==> src/pool_pkg.sv <==
// package with sample, uart, window and credit constants, command and state enums, header byte
`default_nettype none

package pool_pkg;

    // adc sample and the two halves sent in a frame
    localparam int SAMPLE_W = 10;
    localparam int HALF_W = 5;

    // uart bit period in clk cycles, 8N1 fixed rate
    localparam int CLKS_PER_BIT = 16;

    // peak is dropped once per window
    localparam int WINDOW_CYCLES = 65536;

    // words the transmitter can hold ahead of its shifter
    localparam int TX_CREDITS = 1;

    // frame layout: header byte, then data bytes tagged with a 3-bit prefix
    localparam logic [7:0] HEADER_BYTE = 8'h41;
    localparam logic [2:0] DATA_PREFIX = 3'b100;

    // host command bytes, anything else is ignored
    typedef enum logic [7:0] {
        CMD_CLEAR    = 8'h52,
        CMD_SNAPSHOT = 8'h53
    } cmd_e;

    // frame sequencer states
    typedef enum logic [1:0] {
        SEQ_IDLE   = 2'd0,
        SEQ_HEADER = 2'd1,
        SEQ_LOW    = 2'd2,
        SEQ_HIGH   = 2'd3
    } seq_state_e;

endpackage

`default_nettype wire

==> src/adc_peak_logger.sv <==
// serial adc capture, window timer and peak-hold register with clear
`timescale 1ns/1ps
`default_nettype none

module adc_peak_logger (
    input  logic                          clk,
    input  logic                          reset,
    input  logic                          adc_data,
    input  logic                          adc_shift,
    input  logic                          adc_done,
    input  logic                          peak_clear,
    output logic [pool_pkg::SAMPLE_W-1:0] peak
);

    localparam int SHIFT_W = $clog2(pool_pkg::SAMPLE_W + 1);
    localparam int WIN_W = $clog2(pool_pkg::WINDOW_CYCLES);

    logic [pool_pkg::SAMPLE_W-1:0] shift_reg;
    logic [SHIFT_W-1:0]            shift_cnt;
    logic [WIN_W-1:0]              win_cnt;
    logic                          window_end;

    // adc word comes in msb first
    always_ff @(posedge clk) begin
        if (adc_shift) begin
            shift_reg <= {shift_reg[pool_pkg::SAMPLE_W-2:0], adc_data};
        end
    end

    // bits taken since the last complete sample
    always_ff @(posedge clk) begin
        if (reset) begin
            shift_cnt <= '0;
        end else if (adc_done) begin
            shift_cnt <= '0;
        end else if (adc_shift && shift_cnt != '1) begin
            // saturates so a stray strobe can't wrap the count back to a legal value
            shift_cnt <= shift_cnt + 1'b1;
        end
    end

    // free-running window timer
    assign window_end = (win_cnt == WIN_W'(pool_pkg::WINDOW_CYCLES - 1));

    always_ff @(posedge clk) begin
        if (reset) begin
            win_cnt <= '0;
        end else if (window_end) begin
            win_cnt <= '0;
        end else begin
            win_cnt <= win_cnt + 1'b1;
        end
    end

    // peak hold
    // a clear in the same cycle as adc_done wins and drops that sample
    always_ff @(posedge clk) begin
        if (reset) begin
            peak <= '0;
        end else if (peak_clear || window_end) begin
            peak <= '0;
        end else if (adc_done && (shift_reg > peak)) begin
            peak <= shift_reg;
        end
    end

    // the adc must deliver exactly one full word between done strobes
    a_done_after_full_word: assert property (
        @(posedge clk) disable iff (reset)
        adc_done |-> (shift_cnt == SHIFT_W'(pool_pkg::SAMPLE_W))
    ) else $error("adc_done after %0d shifts", shift_cnt);

endmodule

`default_nettype wire

==> src/frame_sequencer.sv <==
// command decode, peak snapshot, three-word frame FSM and transmit credit counter
`timescale 1ns/1ps
`default_nettype none

module frame_sequencer (
    input  logic                          clk,
    input  logic                          reset,
    input  logic [7:0]                    rx_byte,
    input  logic                          rx_valid,
    input  logic [pool_pkg::SAMPLE_W-1:0] peak,
    output logic                          peak_clear,
    output logic [7:0]                    tx_word,
    output logic                          tx_word_valid,
    input  logic                          tx_credit
);

    localparam int CRED_W = $clog2(pool_pkg::TX_CREDITS + 1);
    localparam int H = pool_pkg::HALF_W;
    localparam int S = pool_pkg::SAMPLE_W;

    pool_pkg::seq_state_e state;
    pool_pkg::cmd_e       cmd;
    logic [CRED_W-1:0]    credit_cnt;
    logic [S-1:0]         frozen;
    logic                 snap_req;
    logic                 push;

    // host byte seen as a command, unknown values fall to default
    assign cmd = pool_pkg::cmd_e'(rx_byte);
    assign snap_req = (state == pool_pkg::SEQ_IDLE) && rx_valid
                      && (cmd == pool_pkg::CMD_SNAPSHOT);

    // a word goes out whenever a frame is active and a credit is held
    assign push = (state != pool_pkg::SEQ_IDLE) && (credit_cnt != '0);
    assign tx_word_valid = push;

    // frame words come from the frozen copy so new samples can't leak in
    always_comb begin
        case (state)
            pool_pkg::SEQ_HEADER: tx_word = pool_pkg::HEADER_BYTE;
            pool_pkg::SEQ_LOW:    tx_word = {pool_pkg::DATA_PREFIX, frozen[H-1:0]};
            pool_pkg::SEQ_HIGH:   tx_word = {pool_pkg::DATA_PREFIX, frozen[S-1:H]};
            default:              tx_word = 8'h00;
        endcase
    end

    always_ff @(posedge clk) begin
        if (snap_req) begin
            frozen <= peak;
        end
    end

    // frame FSM, commands are only decoded while idle
    always_ff @(posedge clk) begin
        if (reset) begin
            state      <= pool_pkg::SEQ_IDLE;
            peak_clear <= 1'b0;
        end else begin
            peak_clear <= 1'b0;
            case (state)
                pool_pkg::SEQ_IDLE: begin
                    if (rx_valid) begin
                        case (cmd)
                            pool_pkg::CMD_SNAPSHOT: state <= pool_pkg::SEQ_HEADER;
                            pool_pkg::CMD_CLEAR:    peak_clear <= 1'b1;
                            default:                ;
                        endcase
                    end
                end
                // no credit means the state just waits
                pool_pkg::SEQ_HEADER: if (push) state <= pool_pkg::SEQ_LOW;
                pool_pkg::SEQ_LOW:    if (push) state <= pool_pkg::SEQ_HIGH;
                pool_pkg::SEQ_HIGH:   if (push) state <= pool_pkg::SEQ_IDLE;
                default:              state <= pool_pkg::SEQ_IDLE;
            endcase
        end
    end

    // spend one per push, get one back per tx_credit pulse
    always_ff @(posedge clk) begin
        if (reset) begin
            credit_cnt <= CRED_W'(pool_pkg::TX_CREDITS);
        end else begin
            case ({push, tx_credit})
                2'b10:   credit_cnt <= credit_cnt - 1'b1;
                2'b01:   credit_cnt <= credit_cnt + 1'b1;
                default: credit_cnt <= credit_cnt;
            endcase
        end
    end

    // a returned credit must never push the count past TX_CREDITS
    a_credit_bound: assert property (
        @(posedge clk) disable iff (reset)
        (tx_credit && !push) |-> (credit_cnt < CRED_W'(pool_pkg::TX_CREDITS))
    ) else $error("credit returned with count already full");

endmodule

`default_nettype wire

==> src/uart_tx.sv <==
// 8N1 uart transmitter with one-word holding register and credit return
`timescale 1ns/1ps
`default_nettype none

module uart_tx (
    input  logic       clk,
    input  logic       reset,
    input  logic [7:0] tx_word,
    input  logic       tx_word_valid,
    output logic       tx_credit,
    output logic       tx
);

    localparam int CNT_W = $clog2(pool_pkg::CLKS_PER_BIT);

    logic [7:0]       hold_reg;
    logic             hold_full;
    logic [9:0]       shift_reg;
    logic [CNT_W-1:0] clk_cnt;
    logic [3:0]       bit_cnt;
    logic             busy;
    logic             load;

    // held word moves into an idle shifter, which frees the slot
    assign load = hold_full && !busy;
    assign tx_credit = load;

    // holding register
    // a push in the load cycle simply refills it
    always_ff @(posedge clk) begin
        if (reset) begin
            hold_full <= 1'b0;
        end else if (tx_word_valid) begin
            hold_full <= 1'b1;
        end else if (load) begin
            hold_full <= 1'b0;
        end
    end

    always_ff @(posedge clk) begin
        if (tx_word_valid) begin
            hold_reg <= tx_word;
        end
    end

    // shifter, line is bit 0, ones fill in behind so idle stays high
    always_ff @(posedge clk) begin
        if (reset) begin
            shift_reg <= '1;
            busy      <= 1'b0;
            clk_cnt   <= '0;
            bit_cnt   <= '0;
        end else if (load) begin
            // stop, data lsb first, start
            shift_reg <= {1'b1, hold_reg, 1'b0};
            busy      <= 1'b1;
            clk_cnt   <= '0;
            bit_cnt   <= '0;
        end else if (busy) begin
            if (clk_cnt == CNT_W'(pool_pkg::CLKS_PER_BIT - 1)) begin
                clk_cnt   <= '0;
                shift_reg <= {1'b1, shift_reg[9:1]};
                if (bit_cnt == 4'd9) begin
                    busy <= 1'b0;
                end else begin
                    bit_cnt <= bit_cnt + 1'b1;
                end
            end else begin
                clk_cnt <= clk_cnt + 1'b1;
            end
        end
    end

    assign tx = shift_reg[0];

    // sender must hold a credit, so a push never lands on a full slot
    a_no_push_when_full: assert property (
        @(posedge clk) disable iff (reset)
        tx_word_valid |-> !hold_full
    ) else $error("tx_word_valid while holding register full");

endmodule

`default_nettype wire

==> src/uart_rx.sv <==
// 8N1 uart receiver with two-flop synchroniser, mid-bit sampling and byte strobe
`timescale 1ns/1ps
`default_nettype none

module uart_rx (
    input  logic       clk,
    input  logic       reset,
    input  logic       rx,
    output logic [7:0] rx_byte,
    output logic       rx_valid
);

    localparam int CNT_W = $clog2(pool_pkg::CLKS_PER_BIT);
    localparam int MID = pool_pkg::CLKS_PER_BIT / 2 - 1;

    logic             rx_meta;
    logic             rx_sync;
    logic [CNT_W-1:0] clk_cnt;
    logic [3:0]       bit_cnt;
    logic [7:0]       data_reg;
    logic             busy;
    logic             mid_bit;

    // rx is asynchronous to clk
    always_ff @(posedge clk) begin
        if (reset) begin
            rx_meta <= 1'b1;
            rx_sync <= 1'b1;
        end else begin
            rx_meta <= rx;
            rx_sync <= rx_meta;
        end
    end

    assign mid_bit = busy && (clk_cnt == CNT_W'(MID));

    // bit 0 is start, 1 to 8 data, 9 stop
    always_ff @(posedge clk) begin
        if (reset) begin
            busy     <= 1'b0;
            clk_cnt  <= '0;
            bit_cnt  <= '0;
            rx_valid <= 1'b0;
        end else begin
            rx_valid <= 1'b0;
            if (!busy) begin
                // falling edge starts a frame
                if (!rx_sync) begin
                    busy    <= 1'b1;
                    clk_cnt <= '0;
                    bit_cnt <= '0;
                end
            end else begin
                if (clk_cnt == CNT_W'(pool_pkg::CLKS_PER_BIT - 1)) begin
                    clk_cnt <= '0;
                    bit_cnt <= bit_cnt + 1'b1;
                end else begin
                    clk_cnt <= clk_cnt + 1'b1;
                end
                if (mid_bit && bit_cnt == 4'd0 && rx_sync) begin
                    // glitch, start bit gone by mid-period
                    busy <= 1'b0;
                end
                if (mid_bit && bit_cnt == 4'd9) begin
                    // done at mid-stop so the next start edge is caught early
                    busy     <= 1'b0;
                    // low stop bit means framing error, byte dropped
                    rx_valid <= rx_sync;
                end
            end
        end
    end

    // data bits arrive lsb first
    always_ff @(posedge clk) begin
        if (mid_bit && bit_cnt >= 4'd1 && bit_cnt <= 4'd8) begin
            data_reg <= {rx_sync, data_reg[7:1]};
        end
    end

    // byte stays put until the next good frame
    always_ff @(posedge clk) begin
        if (mid_bit && bit_cnt == 4'd9 && rx_sync) begin
            rx_byte <= data_reg;
        end
    end

endmodule

`default_nettype wire

==> src/pool_logger_top.sv <==
// top level joining the peak logger, frame sequencer and both uart halves
`timescale 1ns/1ps
`default_nettype none

module pool_logger_top (
    input  logic clk,
    input  logic reset,
    input  logic adc_data,
    input  logic adc_shift,
    input  logic adc_done,
    input  logic rx,
    output logic tx
);

    // logger to sequencer
    logic [pool_pkg::SAMPLE_W-1:0] peak;
    logic                          peak_clear;

    // host receive path
    logic [7:0] rx_byte;
    logic       rx_valid;

    // credit link to the transmitter
    logic [7:0] tx_word;
    logic       tx_word_valid;
    logic       tx_credit;

    adc_peak_logger u_logger (
        .clk        (clk),
        .reset      (reset),
        .adc_data   (adc_data),
        .adc_shift  (adc_shift),
        .adc_done   (adc_done),
        .peak_clear (peak_clear),
        .peak       (peak)
    );

    frame_sequencer u_seq (
        .clk           (clk),
        .reset         (reset),
        .rx_byte       (rx_byte),
        .rx_valid      (rx_valid),
        .peak          (peak),
        .peak_clear    (peak_clear),
        .tx_word       (tx_word),
        .tx_word_valid (tx_word_valid),
        .tx_credit     (tx_credit)
    );

    uart_rx u_rx (
        .clk      (clk),
        .reset    (reset),
        .rx       (rx),
        .rx_byte  (rx_byte),
        .rx_valid (rx_valid)
    );

    uart_tx u_tx (
        .clk           (clk),
        .reset         (reset),
        .tx_word       (tx_word),
        .tx_word_valid (tx_word_valid),
        .tx_credit     (tx_credit),
        .tx            (tx)
    );

endmodule

`default_nettype wire

==> config.mk <==
export PLATFORM = sky130hd
export DESIGN_NAME = pool_logger_top
export DESIGN_NICKNAME = d
export VERILOG_FILES = /design/src/pool_pkg.sv /design/src/adc_peak_logger.sv /design/src/frame_sequencer.sv /design/src/uart_tx.sv /design/src/uart_rx.sv /design/src/pool_logger_top.sv
export SDC_FILE = /design/constraint.sdc
export NUM_CORES = 1
export LEC_CHECK = 0
export BUFFER_PORTS_ARGS = -buffer_cell sky130_fd_sc_hd__buf_4
export CORE_UTILIZATION = 45
export CTS_CLUSTER_SIZE = 8
export DETAILED_ROUTE_END_ITERATION = 10
export SYNTH_ARGS = -nofsm -noshare
export SYNTH_HDL_FRONTEND = slang
export SYNTH_SLANG_ARGS = --single-unit
==> constraint.sdc <==
create_clock -name clk -period 4.2 [get_ports clk]
set_clock_uncertainty 0.2 [all_clocks]
set_input_delay 0.42 -clock clk [delete_from_list [all_inputs] [get_ports clk]]
set_output_delay 0.42 -clock clk [all_outputs]
set_load 0.02 [all_outputs]
# Word level (Yosys, flattened, before mapping)
# Index checks and enable logic that the tools add are counted.
[classes]
mux = 28
order_cmp = 3
bitwise = 5
addsub = 7
reduce_logical = 30
eq_ne = 20
[op_table]
columns = ["cell", "count"]
rows = [
  ["two-way mux 9 bit", 3],
  ["two-way mux 4 bit", 6],
  ["one-hot mux 8 bit (3 select lines)", 1],
  ["adder 16 x 1 -> 16 bit, second input constant", 1],
  ["adder 4 x 1 -> 4 bit, second input constant", 4],
  ["equality test 16 bit, second input constant", 1],
  ["equality test 4 bit, second input constant", 4],
  ["equality test 8 x 7 -> 1 bit, second input constant", 2],
  ["logical AND 1 bit", 12],
  ["two-way mux 1 bit", 11],
  ["greater-than comparator 10 bit", 1],
  ["two-way mux 2 bit", 5],
  ["nonzero test 2 bit", 5],
  ["inequality test 2 x 1 -> 1 bit, second input constant", 4],
  ["one-hot mux 2 bit (4 select lines)", 1],
  ["equality test 2 bit, second input constant", 3],
  ["inequality test 2 bit, second input constant", 3],
  ["OR reduction 2 bit", 3],
  ["OR reduction 3 bit", 2],
  ["NOT 1 bit", 5],
  ["AND reduction 5 bit", 1],
  ["equality test 2 x 1 -> 1 bit, second input constant", 2],
  ["equality test 4 x 3 -> 1 bit, second input constant", 1],
  [">= comparator 4 x 1 -> 1 bit, second input constant", 1],
  ["other kinds (10)", 11],
]
[word_totals]
reg_bits = 105
output_inout_bits = 1
input_bits = 6

# Longest topological paths before layout
[logic_depth]
ltp_word = 7
ltp_mapped = 9
ltp_nobuf = 8

# Modules after synthesis
# From an unflattened synthesis, not the netlist that was laid out.
[unflattened]
cells_unflattened = 406
area_unflattened_um2 = 4564.4
[by_module_without_submodules]
columns = ["module", "area_each_um2", "cells_per_inst", "seq_area_each_um2", "instances"]
rows = [
  ["adc_peak_logger", 1646.6, 161, 820.8, 1],
  ["uart_tx", 1149.9, 104, 620.6, 1],
  ["uart_rx", 1097.3, 87, 720.7, 1],
  ["frame_sequencer", 670.6, 54, 380.4, 1],
]

# Least setup slack after synthesis
# No wires, ideal clock.
[synth_timing]
path_kind = "reg2reg"
startpoint = "reg u_rx.bit_cnt[0]"
endpoint = "reg u_rx.data_reg[0], enable pin"
path_buffers = 0
required_ns = 3.614
setup_time_ns = 0.386
arrival_ns = 1.482
setup_slack_ns = 2.132
synth_period_minus_slack_ns = 2.068
stages_incl_launch_ff = 6
path_cell_list = "dfxtp_1 > inv_1 > ha_1 > nand2b_1 > nor3_1 > a211oi_1"
[synth_between]
elab_chain_len = 3
[synth_lines]
columns = ["item", "line_no", "text"]
rows = [
  ["start, declared", "uart_rx.sv:19", "logic [3:0] bit_cnt;"],
  ["start signal, assigned", "uart_rx.sv:56", "bit_cnt <= bit_cnt + 1'b1;"],
  [">= comparator 4 x 1 -> 1 bit", "uart_rx.sv:76", "if (mid_bit && bit_cnt >= 4'd1 && bit_cnt <= 4'd8) begin"],
  ["logical AND 1 bit", "uart_rx.sv:76", ""],
  ["logical AND 1 bit (*)", "uart_rx.sv:76", ""],
  ["end signal, assigned", "uart_rx.sv:77", "data_reg <= {rx_sync, data_reg[7:1]};"],
  ["end, declared", "uart_rx.sv:20", "logic [7:0] data_reg;"],
]
# Every way passes the cells marked *; elsewhere a longest branch is shown, timed or not.
# A chain may end at the register's enable or synchronous reset.

# Worst setup path after layout
[layout_timing]
startpoint = "reg u_rx.bit_cnt[0]"
endpoint = "reg u_rx.data_reg[1], enable pin"
# Same word-level chain as after synthesis.

==> qor.yml <==
run_status:
  outcome: "finished clean"
synth:
  nets_in_the_synthesized_netlist: 433
  yosysWarningCount: 0
  synthesis_stage_register_bit_count: 104
  post_synth_inst_count: 404
  synth-async-reset-ratio_pct: 0
  synth.yosys.seq_area_share_pct: 57.3
  yosysTopAreaCellShare_pct: 29.4
  ys_dominant_reg_cell: "dfxtp_1"
  edff_count_synth: 43
  postSynthAreaPerCell_um2: 10.9
  synth_area_leader_cell: "edfxtp_1"
  post_synth_num_cell_types: 47
  cells_taking_the_most_area_after_synthesis: "edfxtp_1 29%, dfxtp_1 28%, ha_1 6.6%, nor2_1 4.2%, nand2_1 3.6%"
  netlist_area_mm2: 0.00439
power_and_ir_drop:
  p_total_uw: 1880
  power.static_leakage_uw: 0.00171
  ir_drop_v: 0.000185
  p_per_area_mw_per_mm2: 397
global_route:
  grt.overflow.total: 0
  grt_pass1_wl_um: 11900
  groute.usage.overall_pct: 15.4
  grt_start_max_net_pins: 26
  number_of_antenna_violations_at_the_first_check_in_global_routing: 0
  first_global_vias: 2574
floorplanning:
  core_region_mm2: 0.00933
  design.portCount: 7
  die_area_mm2: 0.0101
  dieHeight_um: 101
  die_width_um: 101
  rows: 35
  initial_utilization_pct: 47.0
sta:
  fmax_mhz: 422
  finalSetupTns_ns: 0
  final-max-slew-violation-count: 0
  maxSlewHeadroom_pct: 23.0
  post-route-min-period_ns: 2.37
  final_hold_viol_count: 0
  finalCritPeriodShare_pct: 56.4
  tightestPinTransition_ns: 1.15
  post-route-worst-setup-slack_ns: 1.83
  finalSetupViolations: 0
  grt_setup_unrepaired: "no"
critical_path:
  cp_data_arrival_time_ns: 2.17
  end_kind: "flop"
  crit_required_ns: 4.00
  critical_path_peak_fanout: 8
  critical_path.startpoint_type: "flop"
  criticalPathCategory: "reg -> reg"
routing:
  routed-via-count: 2754
  detailedRoute.firstIterationViolations: 103
  route.final.wire_length_um: 6840
  avgRoutedWirePerCell_um: 12.5
  detailedRoute.firstPassIterationCount: 4
  detail_route.drc_violations: 0
  post_drt_via_cell_ratio: 5.05
  antenna_violating_nets_remaining: 0
layout:
  nNetsFinal: 440
  layout-drive-gt1-share_pct: 8.65
  layout.cells.most_common_list: "61 x dfxtp_1, 49 x nor2_1, 43 x edfxtp_1"
  synthToLayoutAreaGrowth_pct: 8.16
  layout.cells.most_common: "dfxtp_1"
  count_of_antenna_diodes_in_the_layout: 0
  largest_reg_flops: 16
  largest_register: "u_logger.win_cnt"
clock_tree:
  cts.repair.resized: 0
  cts.htree.levels: 3
  cts_tree: "yes"
  clk-insertion-delay-late_ns: 0.38
  cts.path.max_buffers: 2
  worst_setup_hold_path_clk_slew_ns: 0.10
  cts.root.buffer_cell: "clkbuf_8"
  clk_sink_count: 104
  cts_made_buffers: 9
place:
  dp_worst_setup_slack_ns: 1.81
  dp.final_hpwl_um: 4720
  gp_congestion: 0.772
  port_buffers: 6
run:
  cap_violations: 0
hold_path:
  worst_hold_path_type: "in -> reg"
path summary, 6_finish.rpt:
check	cells past startpoint	end	from	slack, ns
min	1	u_logger.shift_reg[0]	adc_shift	0.14
max reg2reg	5	u_rx.data_reg[1]	u_rx.bit_cnt[0]	1.83
max	5	u_rx.data_reg[1]	u_rx.bit_cnt[0]	1.83
min reg2reg	1	u_rx.rx_sync	u_rx.rx_meta	0.23
through the flow:
stage	std cells	utilization, %	hold WS [ns]	cell area, µm²
6_report	545	50.9	0.138	4740
5_1_grt	545	50.9	0.117	4740
4_1_cts	545	50.9	0.110	4740
3_5_place_dp	527	48.7	0.205	4540
3_3_place_gp	527	48.7	0.215	4540
2_1_floorplan	404	-	0.189	4390
report_power, final:
group,leakage [µW],internal [µW],switching [µW]
Combinational,0.000723,66.9,100
Sequential,0.000894,1100,29.5
Clock,0.0000912,226,361
Total,0.00171,1390,491
cell usage after synthesis, drive strengths merged (6+ instances only):
cell,number
nor3,8
xnor2,9
dfxtp,61
nand2,42
o21ai,15
a211oi,6
nand3,25
ha,23
nand4,7
inv,19
a221oi,7
a21oi,10
a21boi,10
nor2,50
clkbuf,7
edfxtp,43
xor2,12
area by class of cell:
type,instances,area [µm²]
clock buffer,9,124
clock inverter,7,60.1
fill,854,4580
inverter,20,75.1
multi-input combinational,268,1750
sequential,104,2510
tap,129,161
timing repair buffer,8,65.1
per-layer routing:
layer  routed length [µm]  GRT usage [%]
met1                 3490           19.8
met2                 3050           24.4
met3                  201           5.41
met4                  100           4.68
met5                    0              0
worst max-delay path: stages (launching register included):
cell	delay (ns)
dfxtp_1	0.44
inv_1	0.07
ha_1	0.19
nand2b_1	0.11
nor3_1	0.06
a211oi_1	0.93
cells by family after synthesis:
kind of cell	after synthesis	share of synthesized area (%)
AOI/OAI and AO/OA	62	10.5
xor gates and xnor gates	21	4.19
adders and majority gates	23	6.56
buffers and inverters	32	2.91
DFF	104	57.3
muxes	5	1.20
and+or+nand+nor	157	17.3
what timing repair did:
item | in CTS | in global routing
buffers inserted | 0 | 0
setup endpoints to repair | 0 | 0
hold endpoints to repair | 2 | 0
hold buffers | 2 | 0
Power figures use the tool's default switching activity.
